## config.mk

```make
export PLATFORM = sky130hd
export DESIGN_NAME = bf16_add_top
export DESIGN_NICKNAME = d
export VERILOG_FILES = /design/src/verilog/bf16_add_pkg.sv /design/src/verilog/bf16_swap_stage.sv /design/src/verilog/bf16_align_add_stage.sv /design/src/verilog/bf16_normalize_stage.sv /design/src/verilog/bf16_round_select.sv /design/src/verilog/bf16_add_top.sv
export VERILOG_INCLUDE_DIRS = /design/src /design/src/verilog
export SDC_FILE = /design/constraint.sdc
export NUM_CORES = 1
export LEC_CHECK = 0
export BUFFER_PORTS_ARGS = -buffer_cell sky130_fd_sc_hd__buf_4
export CAP_MARGIN = 40
export CORE_UTILIZATION = 45
export DETAILED_ROUTE_END_ITERATION = 10
export GPL_ROUTABILITY_DRIVEN = 0
export PLACE_DENSITY_LB_ADDON = 0.08
export SYNTH_ARGS = -nofsm -noshare
export SYNTH_HDL_FRONTEND = slang
export SYNTH_SLANG_ARGS = --single-unit
export TNS_END_PERCENT = 10
```

## constraint.sdc

```tcl
create_clock -name i_clk -period 3.6 [get_ports i_clk]
set_input_delay 0.36 -clock i_clk [delete_from_list [all_inputs] [get_ports i_clk]]
set_output_delay 0.36 -clock i_clk [all_outputs]
set_load 0.005 [all_outputs]
```

## src/verilog/bf16_add_cfg.svh

```systemverilog
// BF16 adder configuration
`ifndef BF16_ADD_CFG_SVH
`define BF16_ADD_CFG_SVH

// ==========================================================
// Field widths of the encoded word
// ==========================================================
`define BF16_W          16
`define BF16_EXP_W      8
`define BF16_MANT_W     7

// Internal significand widths
// Hidden bit plus mantissa plus guard, round and sticky
`define BF16_EXT_W      11
`define BF16_SUM_W      12

// Special encodings
`define BF16_EXP_MAX    8'd255
`define BF16_QNAN       16'h7FC0
`endif

```

## src/verilog/bf16_add_pkg.sv

```systemverilog
// BF16 adder types
`include "bf16_add_cfg.svh"

package bf16_add_pkg;

    // Plain vectors with a meaning
    typedef logic [`BF16_W-1:0]      bf16_t;
    typedef logic [`BF16_EXP_W-1:0]  bf16_exp_t;
    typedef logic [`BF16_MANT_W-1:0] bf16_mant_t;
    typedef logic [`BF16_EXT_W-1:0]  bf16_ext_t;
    typedef logic [`BF16_SUM_W-1:0]  bf16_sum_t;
    // One extra bit so that values of zero or below stay visible
    typedef logic [`BF16_EXP_W:0]    bf16_sexp_t;

    // ==========================================================
    // Structs passed between pipeline stages
    // ==========================================================

    // Result decided in the first stage, carried to the output
    typedef struct packed {
        logic  hit;
        bf16_t value;
        logic  invalid;
    } bf16_special_t;

    // Operands ordered by magnitude
    typedef struct packed {
        logic       sign;
        logic       eff_sub;
        bf16_exp_t  exp_l;
        bf16_exp_t  exp_diff;
        bf16_mant_t mant_l;
        bf16_mant_t mant_s;
        logic       s_zero;
    } bf16_swapped_t;

    // Raw significand sum with carry
    typedef struct packed {
        logic      sign;
        bf16_exp_t exp_l;
        bf16_sum_t sum;
    } bf16_summed_t;

    // Normalized significand ahead of rounding
    typedef struct packed {
        logic       sign;
        bf16_sexp_t exp;
        bf16_ext_t  mant;
        logic       zero;
    } bf16_normed_t;

endpackage

```

## src/verilog/bf16_swap_stage.sv

```systemverilog
// BF16 adder swap stage
`timescale 1ns/1ps
`include "bf16_add_cfg.svh"

module bf16_swap_stage (
    input  logic                        i_clk,
    input  logic                        i_rst_n,
    input  logic                        i_valid,
    input  bf16_add_pkg::bf16_t         i_a,
    input  bf16_add_pkg::bf16_t         i_b,
    output logic                        o_valid,
    output bf16_add_pkg::bf16_special_t o_special,
    output bf16_add_pkg::bf16_swapped_t o_swapped
);

    // Unpacked operand fields
    logic                     sign_a, sign_b;
    bf16_add_pkg::bf16_exp_t  exp_a, exp_b;
    bf16_add_pkg::bf16_mant_t mant_a, mant_b;
    // Operand classes
    logic                     zero_a, zero_b;
    logic                     inf_a, inf_b;
    logic                     nan_a, nan_b;
    logic                     a_larger;
    bf16_add_pkg::bf16_special_t special;
    bf16_add_pkg::bf16_swapped_t swapped;

    // ==========================================================
    // Unpack and classify
    // ==========================================================
    assign sign_a = i_a[`BF16_W-1];
    assign exp_a  = i_a[`BF16_W-2 -: `BF16_EXP_W];
    assign mant_a = i_a[`BF16_MANT_W-1:0];
    assign sign_b = i_b[`BF16_W-1];
    assign exp_b  = i_b[`BF16_W-2 -: `BF16_EXP_W];
    assign mant_b = i_b[`BF16_MANT_W-1:0];

    // Zero exponent counts as zero, subnormals included (FTZ)
    assign zero_a = (exp_a == '0);
    assign zero_b = (exp_b == '0);
    assign inf_a  = (exp_a == `BF16_EXP_MAX) && (mant_a == '0);
    assign inf_b  = (exp_b == `BF16_EXP_MAX) && (mant_b == '0);
    assign nan_a  = (exp_a == `BF16_EXP_MAX) && (mant_a != '0);
    assign nan_b  = (exp_b == `BF16_EXP_MAX) && (mant_b != '0);

    // Special results in priority order
    always_comb begin
        special = '0;
        if (nan_a || nan_b) begin
            special.hit   = 1'b1;
            special.value = `BF16_QNAN;
        end else if (inf_a && inf_b && (sign_a != sign_b)) begin
            // Opposite infinities have no defined sum
            special.hit     = 1'b1;
            special.value   = `BF16_QNAN;
            special.invalid = 1'b1;
        end else if (inf_a || inf_b) begin
            special.hit   = 1'b1;
            special.value = inf_a ? i_a : i_b;
        end else if (zero_a && zero_b) begin
            // Negative only when both zeros are negative
            special.hit   = 1'b1;
            special.value = {sign_a & sign_b, {(`BF16_W-1){1'b0}}};
        end
    end

    // ==========================================================
    // Magnitude compare and swap
    // ==========================================================
    // Exponent first, mantissa breaks the tie
    assign a_larger = ({exp_a, mant_a} >= {exp_b, mant_b});

    always_comb begin
        swapped.sign     = a_larger ? sign_a : sign_b;
        swapped.eff_sub  = sign_a ^ sign_b;
        swapped.exp_l    = a_larger ? exp_a : exp_b;
        swapped.exp_diff = a_larger ? (exp_a - exp_b) : (exp_b - exp_a);
        swapped.mant_l   = a_larger ? mant_a : mant_b;
        swapped.mant_s   = a_larger ? mant_b : mant_a;
        swapped.s_zero   = a_larger ? zero_b : zero_a;
    end

    // Stage register
    always_ff @(posedge i_clk or negedge i_rst_n) begin
        if (!i_rst_n) begin
            o_valid <= 1'b0;
        end else begin
            o_valid <= i_valid;
        end
    end

    // Data follows only accepted pairs
    always_ff @(posedge i_clk) begin
        if (i_valid) begin
            o_special <= special;
            o_swapped <= swapped;
        end
    end

endmodule

```

## src/verilog/bf16_align_add_stage.sv

```systemverilog
// BF16 adder align and add stage
`timescale 1ns/1ps
`include "bf16_add_cfg.svh"

module bf16_align_add_stage (
    input  logic                        i_clk,
    input  logic                        i_rst_n,
    input  logic                        i_valid,
    input  bf16_add_pkg::bf16_special_t i_special,
    input  bf16_add_pkg::bf16_swapped_t i_swapped,
    output logic                        o_valid,
    output bf16_add_pkg::bf16_special_t o_special,
    output bf16_add_pkg::bf16_summed_t  o_summed
);

    // Extended significands and alignment
    bf16_add_pkg::bf16_ext_t    ext_l, ext_s;
    bf16_add_pkg::bf16_ext_t    shifted, mask, aligned;
    logic                       sticky;
    bf16_add_pkg::bf16_summed_t summed;

    // ==========================================================
    // Alignment
    // ==========================================================
    // Hidden one on top, G/R/S cleared below
    assign ext_l = {1'b1, i_swapped.mant_l, {(`BF16_EXT_W-`BF16_MANT_W-1){1'b0}}};
    assign ext_s = {1'b1, i_swapped.mant_s, {(`BF16_EXT_W-`BF16_MANT_W-1){1'b0}}};

    // Shift clamps at full width, then every bit lands in sticky
    always_comb begin
        shifted = '0;
        mask    = '1;
        if (i_swapped.exp_diff < `BF16_EXT_W) begin
            shifted = ext_s >> i_swapped.exp_diff;
            mask    = (bf16_add_pkg::bf16_ext_t'(1) << i_swapped.exp_diff)
                      - bf16_add_pkg::bf16_ext_t'(1);
        end
        sticky = |(ext_s & mask);
    end

    // Sticky rides in the LSB so subtraction borrows from it
    assign aligned = i_swapped.s_zero ? '0
                   : {shifted[`BF16_EXT_W-1:1], shifted[0] | sticky};

    // ==========================================================
    // Add or subtract
    // ==========================================================
    always_comb begin
        summed.sign  = i_swapped.sign;
        summed.exp_l = i_swapped.exp_l;
        if (i_swapped.eff_sub) begin
            // Large minus small never goes negative
            summed.sum = {1'b0, ext_l} - {1'b0, aligned};
        end else begin
            summed.sum = {1'b0, ext_l} + {1'b0, aligned};
        end
    end

    // Stage register
    always_ff @(posedge i_clk or negedge i_rst_n) begin
        if (!i_rst_n) begin
            o_valid <= 1'b0;
        end else begin
            o_valid <= i_valid;
        end
    end

    always_ff @(posedge i_clk) begin
        if (i_valid) begin
            o_special <= i_special;
            o_summed  <= summed;
        end
    end

endmodule

```

## src/verilog/bf16_normalize_stage.sv

```systemverilog
// BF16 adder normalize stage
`timescale 1ns/1ps
`include "bf16_add_cfg.svh"

module bf16_normalize_stage (
    input  logic                        i_clk,
    input  logic                        i_rst_n,
    input  logic                        i_valid,
    input  bf16_add_pkg::bf16_special_t i_special,
    input  bf16_add_pkg::bf16_summed_t  i_summed,
    output logic                        o_valid,
    output bf16_add_pkg::bf16_special_t o_special,
    output bf16_add_pkg::bf16_normed_t  o_normed
);

    bf16_add_pkg::bf16_sum_t    sum;
    // Leading zero count below the carry bit
    logic [3:0]                 lz;
    bf16_add_pkg::bf16_normed_t normed;

    assign sum = i_summed.sum;

    // ==========================================================
    // Leading zero count
    // ==========================================================
    // Highest set bit wins, an all-zero sum counts full width
    always_comb begin
        lz = 4'(`BF16_EXT_W);
        for (int i = 0; i < `BF16_EXT_W; i++) begin
            if (sum[i]) begin
                lz = 4'(`BF16_EXT_W - 1 - i);
            end
        end
    end

    // ==========================================================
    // Normalizing shift and exponent adjust
    // ==========================================================
    always_comb begin
        normed.sign = i_summed.sign;
        normed.zero = (sum == '0);
        if (sum[`BF16_SUM_W-1]) begin
            // Carry out: drop one bit into sticky
            normed.mant = {sum[`BF16_SUM_W-1:2], sum[1] | sum[0]};
            normed.exp  = {1'b0, i_summed.exp_l} + 9'd1;
        end else begin
            // Cancellation pulls the leading one back up
            normed.mant = sum[`BF16_EXT_W-1:0] << lz;
            normed.exp  = {1'b0, i_summed.exp_l} - {5'd0, lz};
        end
    end

    // Stage register
    always_ff @(posedge i_clk or negedge i_rst_n) begin
        if (!i_rst_n) begin
            o_valid <= 1'b0;
        end else begin
            o_valid <= i_valid;
        end
    end

    always_ff @(posedge i_clk) begin
        if (i_valid) begin
            o_special <= i_special;
            o_normed  <= normed;
        end
    end

endmodule

```

## src/verilog/bf16_round_select.sv

```systemverilog
// BF16 adder round and select stage
`timescale 1ns/1ps
`include "bf16_add_cfg.svh"

module bf16_round_select (
    input  logic                        i_clk,
    input  logic                        i_rst_n,
    input  logic                        i_valid,
    input  bf16_add_pkg::bf16_special_t i_special,
    input  bf16_add_pkg::bf16_normed_t  i_normed,
    output logic                        o_valid,
    output bf16_add_pkg::bf16_t         o_result,
    output logic                        o_overflow,
    output logic                        o_underflow,
    output logic                        o_invalid
);

    bf16_add_pkg::bf16_mant_t mant;
    logic                     guard, round_bit, sticky, round_up;
    // Rounded mantissa with carry on top
    logic [`BF16_MANT_W:0]    rounded;
    bf16_add_pkg::bf16_sexp_t exp_r;
    logic                     uflow, oflow;
    bf16_add_pkg::bf16_t      result;
    logic                     ovf_flag, unf_flag, inv_flag;

    // ==========================================================
    // Round to nearest even
    // ==========================================================
    assign mant      = i_normed.mant[`BF16_EXT_W-2 -: `BF16_MANT_W];
    assign guard     = i_normed.mant[2];
    assign round_bit = i_normed.mant[1];
    assign sticky    = i_normed.mant[0];
    // Exact ties go to the even mantissa
    assign round_up  = guard & (round_bit | sticky | mant[0]);
    assign rounded   = {1'b0, mant} + {{`BF16_MANT_W{1'b0}}, round_up};
    // Mantissa wrap bumps the exponent
    assign exp_r     = i_normed.exp + {{`BF16_EXP_W{1'b0}}, rounded[`BF16_MANT_W]};

    // Underflow judged before rounding
    assign uflow = i_normed.exp[`BF16_EXP_W] || (i_normed.exp == '0);
    assign oflow = (exp_r >= `BF16_EXP_MAX);

    // ==========================================================
    // Result select
    // ==========================================================
    always_comb begin
        result   = {i_normed.sign, exp_r[`BF16_EXP_W-1:0], rounded[`BF16_MANT_W-1:0]};
        ovf_flag = 1'b0;
        unf_flag = 1'b0;
        inv_flag = 1'b0;
        if (i_special.hit) begin
            result   = i_special.value;
            inv_flag = i_special.invalid;
        end else if (i_normed.zero) begin
            // Exact cancellation gives positive zero
            result = '0;
        end else if (uflow) begin
            result   = {i_normed.sign, {(`BF16_W-1){1'b0}}};
            unf_flag = 1'b1;
        end else if (oflow) begin
            result   = {i_normed.sign, `BF16_EXP_MAX, {`BF16_MANT_W{1'b0}}};
            ovf_flag = 1'b1;
        end
    end

    // Output register, flags only with a valid result
    always_ff @(posedge i_clk or negedge i_rst_n) begin
        if (!i_rst_n) begin
            o_valid     <= 1'b0;
            o_result    <= '0;
            o_overflow  <= 1'b0;
            o_underflow <= 1'b0;
            o_invalid   <= 1'b0;
        end else begin
            o_valid     <= i_valid;
            o_overflow  <= i_valid & ovf_flag;
            o_underflow <= i_valid & unf_flag;
            o_invalid   <= i_valid & inv_flag;
            if (i_valid) begin
                o_result <= result;
            end
        end
    end

endmodule

```

## src/verilog/bf16_add_top.sv

```systemverilog
// BF16 adder top
`timescale 1ns/1ps

module bf16_add_top (
    input  logic                i_clk,
    input  logic                i_rst_n,
    input  logic                i_valid,
    input  bf16_add_pkg::bf16_t i_a,
    input  bf16_add_pkg::bf16_t i_b,
    output logic                o_valid,
    output bf16_add_pkg::bf16_t o_result,
    output logic                o_overflow,
    output logic                o_underflow,
    output logic                o_invalid
);

    // ==========================================================
    // Inter-stage wires
    // ==========================================================
    logic                        swap_valid, sum_valid, norm_valid;
    bf16_add_pkg::bf16_special_t swap_special, sum_special, norm_special;
    bf16_add_pkg::bf16_swapped_t swapped;
    bf16_add_pkg::bf16_summed_t  summed;
    bf16_add_pkg::bf16_normed_t  normed;

    // Four stages, one cycle each
    bf16_swap_stage u_swap (
        .i_clk(i_clk), .i_rst_n(i_rst_n), .i_valid(i_valid), .i_a(i_a), .i_b(i_b),
        .o_valid(swap_valid), .o_special(swap_special), .o_swapped(swapped)
    );

    bf16_align_add_stage u_align_add (
        .i_clk(i_clk), .i_rst_n(i_rst_n), .i_valid(swap_valid),
        .i_special(swap_special), .i_swapped(swapped),
        .o_valid(sum_valid), .o_special(sum_special), .o_summed(summed)
    );

    bf16_normalize_stage u_normalize (
        .i_clk(i_clk), .i_rst_n(i_rst_n), .i_valid(sum_valid),
        .i_special(sum_special), .i_summed(summed),
        .o_valid(norm_valid), .o_special(norm_special), .o_normed(normed)
    );

    bf16_round_select u_round (
        .i_clk(i_clk), .i_rst_n(i_rst_n), .i_valid(norm_valid),
        .i_special(norm_special), .i_normed(normed),
        .o_valid(o_valid), .o_result(o_result), .o_overflow(o_overflow),
        .o_underflow(o_underflow), .o_invalid(o_invalid)
    );

endmodule

```

==> results of run 1 <==
[state kept, by name, summed over array words and instances, names as in the netlist]
name,cells
u_swap.o_valid,1
u_round.o_underflow,1
u_align_add.o_summed,21
u_align_add.o_valid,1
u_normalize.o_special,18
u_normalize.o_valid,1
u_align_add.o_special,18
u_swap.o_swapped,33
u_swap.o_special,18
u_round.o_overflow,1
u_round.o_invalid,1
u_normalize.o_normed,21
u_round.o_valid,1
u_round.o_result,16
[critical path, cell delays in order, from the launching register on]
cell	delay, ns
edfxtp_1	0.42
or3_1	0.48
a211oi_1	0.28
nand2_1	0.09
o31ai_1	0.08
nand2_1	0.11
inv_1	0.07
ha_1	0.17
inv_1	0.06
fa_1	0.39
o21bai_1	0.15
a21oi_1	0.10
o21ai_0	0.17
a21oi_1	0.12
nand2b_1	0.15
and3b_1	0.17
nor3_1	0.17
[worst paths after layout]
check | end | startpoint | slack [ns] | cells past startpoint
setup / recovery | u_align_add.o_summed[11] | u_swap.o_swapped[21] | 0.28 | 16
hold / removal | u_swap.o_swapped[4] | i_b[3] | 0.26 | 2
setup reg to reg | u_align_add.o_summed[11] | u_swap.o_swapped[21] | 0.28 | 16
hold reg to reg | u_normalize.o_special[0] | u_align_add.o_special[0] | 0.42 | 0
max in group asynchronous | u_round.o_result[15] | i_rst_n | 2.98 | 2
min in group asynchronous | u_round.o_result[0] | i_rst_n | 0.37 | 2
[routing by layer]
metal | up-vias | wire length [um] | track usage [%]
li1 | 3069 | - | -
met3 | 24 | 718 | 3.19
met1 | 2973 | 8480 | 26.4
met2 | 149 | 8480 | 30.4
met5 | - | 0 | 0
met4 | 0 | 361 | 6.86
[where the power goes]
group / internal (W) / switching [W] / leakage (nW) / total [W]
Clock: 0.000923 / 0.000745 / 0.276 / 0.00167
Sequential: 0.00217 / 0.000184 / 1.53 / 0.00236
Combinational: 0.000493 / 0.000584 / 2.27 / 0.00108
[cell usage after synthesis, types with 16 or more instances]
cell type | count | area [um^2]
clkbuf_1 | 21 | 78.8
xor2_1 | 17 | 149
mux2i_1 | 19 | 190
nand2_1 | 69 | 259
edfxtp_1 | 129 | 3870
inv_1 | 63 | 236
xnor2_1 | 16 | 140
o21ai_0 | 40 | 200
ha_1 | 51 | 638
nor2_1 | 57 | 214
dfrtp_1 | 23 | 576
a21oi_1 | 65 | 325
[cell type report]
class | count | area, um^2
fill | 1632 | 8790
sequential | 152 | 4450
multi-input combinational | 557 | 3850
timing repair buffer | 73 | 591
clock buffer | 19 | 443
tap | 234 | 293
inverter | 64 | 240
clock inverter | 13 | 109
[cell families after synthesis]
kind of cell / count (synthesis)
DFF: 152
xor gates and xnor gates: 33
muxes: 33
adders and majority gates: 55
AOI/OAI and AO/OA: 201
and+or+nand+nor: 229
other: 1
buffers and inverters: 93
[stage by stage]
stage / total power [W] / hold WS, ns
floorplan: 0.00310 / 0.0644
global placement: 0.00343 / 0.263
detailed placement: 0.00346 / 0.274
CTS: 0.00514 / 0.246
global route: 0.00538 / 0.243
finish: 0.00511 / 0.265
[what timing repair did]
action	4_1_cts	5_1_grt
hold buffers	1	0
endpoints found under the setup margin	0	2
setup buffers	0	2
hold endpoints to repair	23	0
==> out/metrics.csv, run 1 <==
metric;value;unit
Post-CTS Resized;0;
final instance area;9970;um^2
cell row count;50;
Post-Syn Area;8650;um^2
vias per cell;5.59;
Final Hold Fails;0;
initial antenna violation count;0;
H-tree levels;4;
fraction of layout cells with a size suffix above 1;15.1;%
f_max;301;MHz
Critical Path Sink Type;flop;
Slew HR;40.7;%
Worst-Margin Slew;0.882;ns
pin count of the biggest net entering global routing;53;
post-synthesis mux area share;4.37;%
Worst Skew;0.00959;ns
total grt overflow;0;
post-synthesis simple-gate area fraction;13.1;%
clk slew on worst S/H paths;0.06;ns
PnR worst setup slack;0.280;ns
final WL;18000;um
Syn. warnings;0;
Inst Count DP;1077;
most common cell after layout, fill and taps aside;edfxtp_1;
number of global-route vias before repair;5931;
Worst Path Max Fanout;5;
Core Util, Final;53.1;%
Arr. time, crit path;3.58;ns
synthesis-stage register bit count;152;
Critical Path RT;3.86;ns
Seq/Total Area, Yosys;51.5;%
ys flop type;edfxtp_1;
total core area;18800;um^2
max cap viols;0;
CTS sink count;152;
leakage power;4.08;nW
I/O pin total;55;
asr flop ratio synth;15.1;%
die area;19800;um^2
maximum VDD drop;0.401;mV
Die Height;141;um
Clock Tree Root;clkbuf_16;
RSZ-0062 raised after global routing;no;
Hold Crit Class;input pin to flop;
startpoint class of the critical path;flop;
Synth Area in XOR/XNOR;3.34;%
Final Setup Violations;0;
Layout area overhead;15.4;%
ANT cells;0;
Starting Density;46.1;%
clock latency on the worst-skew pair;0.42;ns
pre-CTS WS;0.279;ns
Yosys cell types;74;
first-pass GRT wire length;29600;um
Sum Neg Setup Slack;0;ns
die width;141;um
DR vias;6215;
Port-buffer cells;54;
EDFF count, synth;129;
DRC;0;
critical path type;flop to flop;
drt pass-1 iters;5;
Post-Syn Area per Cell;10.8;um^2
CTS buffer count;17;
Pins Over Slew Limit;0;
Nets;955;
Mapped Cells;797;
run status;completed;
most frequent cells in the layout;edfxtp_1, buf_4, nand2_1;
Clock Path Buffers;2;
Synth Area in Adders;8.31;%
CTS tree;yes;
Final Instance Count excl. Fillers;1112;
main combinational cell family by area after synthesis;compound AO/OA/AOI/OAI gates;
drt first-iter violations;395;
post-DR wirelength/cell;16.2;um
Final Critical Period;3.32;ns
Placed Area;9400;um^2
Routed Antenna Nets;0;
Synth Area in Compound Gates;15.2;%
fin crit share;92.2;%
All-Layer GR Usage;19.1;%
dpl hpwl;13500;um
PwrDens;512;nW/um^2
Power figures use the tool's default switching activity.
==> inputs of run 2 (changes only) <==
--- a/config.mk
+++ b/config.mk
@@ -6,6 +6,7 @@
 export SDC_FILE = /design/constraint.sdc
 export NUM_CORES = 1
 export LEC_CHECK = 0
+export ABC_AREA = 1
 export BUFFER_PORTS_ARGS = -buffer_cell sky130_fd_sc_hd__buf_4
 export CAP_MARGIN = 40
 export CORE_UTILIZATION = 45
==> out/metrics.csv, run 2 <==
metric;value;unit;change
Hold Crit Class;input pin to flop;;
Worst Path Max Fanout;5;;unchanged
number of global-route vias before repair;6184;;+4.3%
r2r worst-path depth;20;;+4
H-tree levels;4;;unchanged
PnR worst setup slack;0.278;ns;-0.00242 ns
cell row count;51;;+2.0%
Sum Neg Setup Slack;0;ns;unchanged
Routed Antenna Nets;0;;unchanged
post-synth top area cell;edfxtp_1;;
startpoint class of the critical path;flop;;
f_max;301;MHz;about the same
Final Hold Fails;0;;unchanged
Critical Path Sink Type;flop;;
CTS buffer count;17;;unchanged
Max stage delay on crit path;0.44;ns;-0.04 ns
most common cell after layout, fill and taps aside;nand2_1;;
Min-Delay Startpoint;i_b[1];;
Mapped Cells;990;;+24%
PwrDens;496;nW/um^2;-3.0%
Seq/Total Area, Yosys;49.4;%;-2.1 points
hold path cells;3;;+1
Clock Path Buffers;2;;unchanged
Fin Hold WS;0.250;ns;-0.0151 ns
post-DR wirelength/cell;14.1;um;-13%
most frequent cells in the layout;nand2_1, edfxtp_1, inv_1;;
max cap viols;0;;unchanged
max reg flops;33;;unchanged
CTS tree;yes;;
DRC;0;;unchanged
leakage power;4.52;nW;+11%
final WL;18700;um;+3.9%
CTS sink count;152;;unchanged
run status;completed;;
Biggest register;u_swap.o_swapped;;
synth cell count leaders;nand2_1, edfxtp_1, inv_1, nor2_1, a21oi_1;;
Post-Syn Area;9010;um^2;+4.2%
Clock Tree Root;clkbuf_16;;
clock latency on the worst-skew pair;0.42;ns;about the same
Pins Over Slew Limit;0;;unchanged
dpl hpwl;14200;um;+5.1%
ys flop type;edfxtp_1;;
fin crit share;92.3;%;about the same
drt first-iter violations;401;;+1.5%
total grt overflow;0;;unchanged
drt pass-1 iters;5;;unchanged
FF-to-FF End;u_normalize.o_normed[20];;
Layout area overhead;14.8;%;
asr flop ratio synth;15.1;%;unchanged
Post-Syn Area per Cell;9.10;um^2;-16%
first-pass GRT wire length;30400;um;+2.7%
Die Height;144;um;+2.1%
RR Startpoint;u_align_add.o_summed[10];;
Nets;1140;;+19%
top cell family by delay on the critical path;simple AND/OR/NAND/NOR gates;;
Final Setup Violations;0;;unchanged
Final Critical Period;3.32;ns;+0.00242 ns
DR vias;6701;;+7.8%
Syn. warnings;0;;unchanged
Port-buffer cells;54;;unchanged
Synth area leaders;edfxtp_1, nand2_1, ha_1;;
Worst Hold Path EP;u_swap.o_swapped[2];;
synthesis-stage register bit count;152;;unchanged
I/O pin total;55;;unchanged
Slew HR;52.3;%;+12 points
Worst-Margin Slew;0.709;ns;-0.173 ns
CP Buf/Inv Count;4;;+2
Yosys cell types;60;;-19%
die width;144;um;+2.1%
vias per cell;5.04;;-9.8%
total core area;19500;um^2;+4.0%
Max stage delay cell, worst path;edfxtp_1;;
All-Layer GR Usage;19.2;%;+0.063 points
sequence of cells on the critical path;nor2_1 -> inv_1 -> nor3_1 -> nand2_1 -> inv_1 -> nor2_1 -> inv_1 -> nor2_1 -> ha_1 -> inv_1 -> nor2_1 -> ha_1 -> nand2_1 -> o21ai_1 -> a21oi_1 -> nor2_1 -> nor2_1 -> o21ai_0 -> a21oi_1 -> xnor2_1;;
fraction of layout cells with a size suffix above 1;13.4;%;-1.8 points
most common cell in the netlist;nand2_1;;
Worst Skew;0.0134;ns;+0.00381 ns
clk slew on worst S/H paths;0.07;ns;about the same
Critical Path RT;3.75;ns;-0.11 ns
Arr. time, crit path;3.48;ns;-0.10 ns
die area;20600;um^2;+4.2%
EDFF count, synth;129;;unchanged
pin count of the biggest net entering global routing;53;;unchanged
R2R Setup Slk;0.28;ns;about the same
Starting Density;46.1;%;+0.082 points
pre-CTS WS;0.142;ns;-0.137 ns
post-synth top area share;43.0;%;-1.8 points
initial antenna violation count;1;;+1
leading registers by flop count;u_swap.o_swapped: 33 flops, u_align_add.o_summed: 21 flops, u_normalize.o_normed: 21 flops;;
maximum VDD drop;0.372;mV;-7.1%
Most common cell on crit path;nor2_1;;
Core Util, Final;53.0;%;-0.19 points
critical path type;flop to flop;;
[run 2: changes by cell type in the layout (fill, tap and decap cells not counted), moves of 12 or more]
cell / change
nand2b_1: -13
nor2_1: +24
o21ai_0: +20
nand2_1: +121
nand3_1: +49
inv_1: +59
a21o_1: -12
mux2i_1: -18
[run 2: timing repair]
item | CTS | global route
buffers inserted | 0 | 3
setup endpoints to repair | 0 | 5
hold buffers | 1 | 0
hold endpoints to repair | 23 | 0
resized for setup | 0 | 10
[run 2: worst max path at each step]
stage | start | to | slack, ns | cells after the start
after CTS | u_swap.o_swapped[22] | u_align_add.o_summed[9] | 0.13 | 18
after detailed placement | u_swap.o_swapped[22] | u_align_add.o_summed[9] | 0.14 | 18
final | u_align_add.o_summed[10] | u_normalize.o_normed[20] | 0.28 | 20
after global placement | i_b[7] | u_swap.o_swapped[0] | 0.25 | 9
after global routing | u_swap.o_swapped[15] | u_align_add.o_summed[10] | -0.02 | 18
after floorplan | u_align_add.o_summed[10] | u_normalize.o_normed[20] | 0.47 | 20
[run 2: layout make-up]
class / count / area, um^2
Fill cell: 1838 / 9190
Sequential cell: 152 / 4450
Multi-Input combinational cell: 680 / 3950
Timing Repair Buffer: 67 / 526
Inverter: 132 / 499
Clock buffer: 18 / 429
Tap cell: 265 / 332
Clock inverter: 14 / 154
Antenna cell: 1 / 2.50
[run 2: tightest hold or removal path: stages]
cell,delay [ns]
buf_4,0.08
nand2_1,0.04
o21ai_0,0.06
[run 2: kinds of logic (layout without fill, tap and decap cells)]
logic type	Yosys count	after routing	synth area share [%]
and+or+nand+nor	399	399	20.1
AOI/OAI and AO/OA	184	184	11.4
buffers and inverters	163	231	7.57
DFF	152	152	49.4
adders and majority gates	55	55	7.97
xor gates and xnor gates	35	35	3.40
other	1	7	0.0416
muxes	1	1	0.111
[run 2: report_power, final]
group	leakage, nW	internal (W)	total [W]	switching (W)
registers	1.54	0.00216	0.00230	0.000138
logic	2.69	0.000427	0.00112	0.000691
clock network	0.282	0.000930	0.00171	0.000782
[run 2: stage by stage]
stage / instances / instance area [um^2] / power (W)
floorplan: 995 / 9030 / 0.00310
global placement: 1291 / 9650 / 0.00343
detailed placement: 1292 / 9680 / 0.00344
CTS: 1325 / 10300 / 0.00516
global route: 1328 / 10300 / 0.00543
finish: 1329 / 10300 / 0.00513
[run 2: routing by layer]
layer | vias up | share of wire (%) | wire length, um | global-route usage [%]
met1 | 3036 | 49 | 9120 | 26.1
met2 | 149 | 46 | 8570 | 30.4
met3 | 28 | 3.4 | 638 | 3.50
met5 | - | 0 | 0 | 0
li1 | 3488 | - | - | -
met4 | 0 | 2.2 | 416 | 7.50
==> inputs of run 3 (changes only) <==
--- a/config.mk
+++ b/config.mk
@@ -13,6 +13,7 @@
 export DETAILED_ROUTE_END_ITERATION = 10
 export GPL_ROUTABILITY_DRIVEN = 0
 export PLACE_DENSITY_LB_ADDON = 0.08
+export SKIP_CTS_REPAIR_TIMING = 1
 export SYNTH_ARGS = -nofsm -noshare
 export SYNTH_HDL_FRONTEND = slang
 export SYNTH_SLANG_ARGS = --single-unit
==> constraint.sdc (replaced) <==
create_clock -name i_clk -period 4.1 [get_ports i_clk]
set_input_delay 0.41 -clock i_clk [delete_from_list [all_inputs] [get_ports i_clk]]
set_output_delay 0.41 -clock i_clk [all_outputs]
set_load 0.005 [all_outputs]
==> out/metrics.csv, run 3 (same netlist as run 2, synthesis figures left out) <==
metric;value;unit;change
most frequent cells in the layout;nand2_1, edfxtp_1, inv_1;;
run status;completed;;
PwrDens;443;nW/um^2;-11%
Final Hold Fails;0;;unchanged
critical path type;flop to flop;;
DR vias;6611;;-1.3%
Clock Tree Root;clkbuf_16;;
final WL;18300;um;-2.1%
initial antenna violation count;0;;-1
Arr. time, crit path;3.82;ns;+0.34 ns
GR peak layer;met2;;
max reg flops;33;;unchanged
RSZ-0062 raised after global routing;no;;
startpoint class of the critical path;flop;;
pin count of the biggest net entering global routing;53;;unchanged
Routed Antenna Nets;0;;unchanged
maximum VDD drop;0.276;mV;-26%
Final Critical Period;3.65;ns;+0.325 ns
Sum Neg Setup Slack;0;ns;unchanged
Worst-Margin Slew;0.713;ns;+0.00391 ns
Critical Path RT;4.27;ns;+0.52 ns
H-tree levels;4;;unchanged
number of global-route vias before repair;6197;;+0.21%
clock latency on the worst-skew pair;0.42;ns;about the same
Hold Crit Class;input pin to flop;;
Core Util, Final;52.5;%;-0.47 points
All-Layer GR Usage;19.1;%;-0.089 points
Final Setup Violations;0;;unchanged
fraction of layout cells with a size suffix above 1;12.0;%;-1.3 points
cell row count;51;;unchanged
R2R Setup Slk;0.45;ns;+0.17 ns
Worst Hold Path EP;u_swap.o_swapped[1];;
Worst Path Max Fanout;13;;+8
FF-to-FF End;u_align_add.o_summed[10];;
I/O pin total;55;;unchanged
vias per cell;5.01;;-0.67%
ANT cells;0;;-1
leakage power;4.48;nW;-0.79%
hold path cells;3;;unchanged
Port-buffer cells;54;;unchanged
CTS tree;yes;;
Clock Path Buffers;2;;unchanged
total grt overflow;0;;unchanged
Slew HR;52.5;%;+0.17 points
most common cell after layout, fill and taps aside;nand2_1;;
Layout area overhead;13.7;%;
r2r worst-path depth;18;;-10%
GR Layer Usage met1;26.5;%;+0.46 points
die area;20600;um^2;unchanged
Critical Path Sink Type;flop;;
Starting Density;46.1;%;unchanged
drt first-iter violations;431;;+7.5%
DRC;0;;unchanged
total core area;19500;um^2;unchanged
Min-Delay Startpoint;i_b[0];;
clk slew on worst S/H paths;0.07;ns;about the same
die width;144;um;unchanged
drt pass-1 iters;5;;unchanged
leading registers by flop count;u_swap.o_swapped: 33 flops, u_align_add.o_summed: 21 flops, u_normalize.o_normed: 21 flops;;
Worst Skew;0.00712;ns;-0.00628 ns
RR Startpoint;u_swap.o_swapped[17];;
dpl hpwl;14000;um;-1.4%
CTS sink count;152;;unchanged
CTS buffer count;17;;unchanged
Biggest register;u_swap.o_swapped;;
met2 usage;30.4;%;unchanged
Pins Over Slew Limit;0;;unchanged
Die Height;144;um;unchanged
Fillers;1833;;-0.27%
Global Route met3 Usage;3.03;%;-0.47 points
first-pass GRT wire length;30500;um;+0.14%
fin crit share;89.0;%;-3.3 points
Nets;1132;;-0.70%
f_max;274;MHz;-8.9%
post-DR wirelength/cell;13.9;um;-1.5%
max cap viols;0;;unchanged
==> run 3: changes by cell type in the layout (fill, tap and decap cells not counted), sizes merged <==
cell    delta
diode      -1
clkbuf     +1
bufinv     +1
clkinv     -1
buf        -8
inv        -1
==> run 3: per-stage QoR <==
step | setup slack (ns) | power (W) | hold WS [ns] | instance area (um^2) | instances
after floorplan | 0.969 | 0.00272 | 0.114 | 9030 | 995
after global placement | 0.617 | 0.00300 | 0.330 | 9630 | 1287
after detailed placement | 0.465 | 0.00300 | 0.330 | 9630 | 1287
after CTS | 0.458 | 0.00459 | -0.123 | 10200 | 1319
after global routing | 0.0395 | 0.00481 | 0.274 | 10200 | 1320
final | 0.452 | 0.00454 | 0.290 | 10200 | 1320
==> run 3: how the worst max path moves through the flow <==
stage | from | to | cells past startpoint
after floorplan | u_align_add.o_summed[10] | u_normalize.o_normed[20] | 20
after global placement | u_swap.o_swapped[17] | u_align_add.o_summed[10] | 18
after detailed placement | u_swap.o_swapped[17] | u_align_add.o_summed[10] | 18
after CTS | u_swap.o_swapped[17] | u_align_add.o_summed[10] | 18
after global routing | u_swap.o_swapped[17] | u_align_add.o_summed[10] | 19
final | u_swap.o_swapped[17] | u_align_add.o_summed[10] | 18
==> run 3: report_power, final <==
group	total, W	switching, W	leakage [nW]	internal (W)
sequential	0.00203	0.000128	1.54	0.00190
clock	0.00157	0.000665	0.296	0.000903
combinational	0.000945	0.000589	2.64	0.000357
total	0.00454	0.00138	4.48	0.00316
==> run 3: per-layer routing <==
layer,vias up,share of wire (%)
li1,3471,-
met1,2980,49
met2,145,46
met3,15,4.0
met4,0,0.94
met5,-,0
==> run 3: layout make-up <==
type                            instances  area (um^2)  share of cell area (%)
Timing Repair Buffer                   59          458                    4.47
Tap cell                              265          332                    3.24
Sequential cell                       152         4450                    43.4
Multi-Input combinational cell        680         3910                    38.1
Clock inverter                         13          150                    1.47
Inverter                              132          499                    4.87
Clock buffer                           19          454                    4.43
==> run 3: critical path, cell delays in order, from the launching register on <==
cell and delay, ns:
edfxtp_1 0.56, inv_1 0.32, nand2_1 0.09, nand2_1 0.08, nand2_2 0.07, nor3_4 0.18, nand2_4 0.11, nor3_1 0.31
inv_1 0.13, ha_1 0.38, o31ai_1 0.38, a21oi_1 0.14, o21bai_1 0.21, nand2_1 0.08, nand2_1 0.06, a21oi_1 0.06
xor2_1 0.14, nand2_1 0.06, nand2_1 0.05
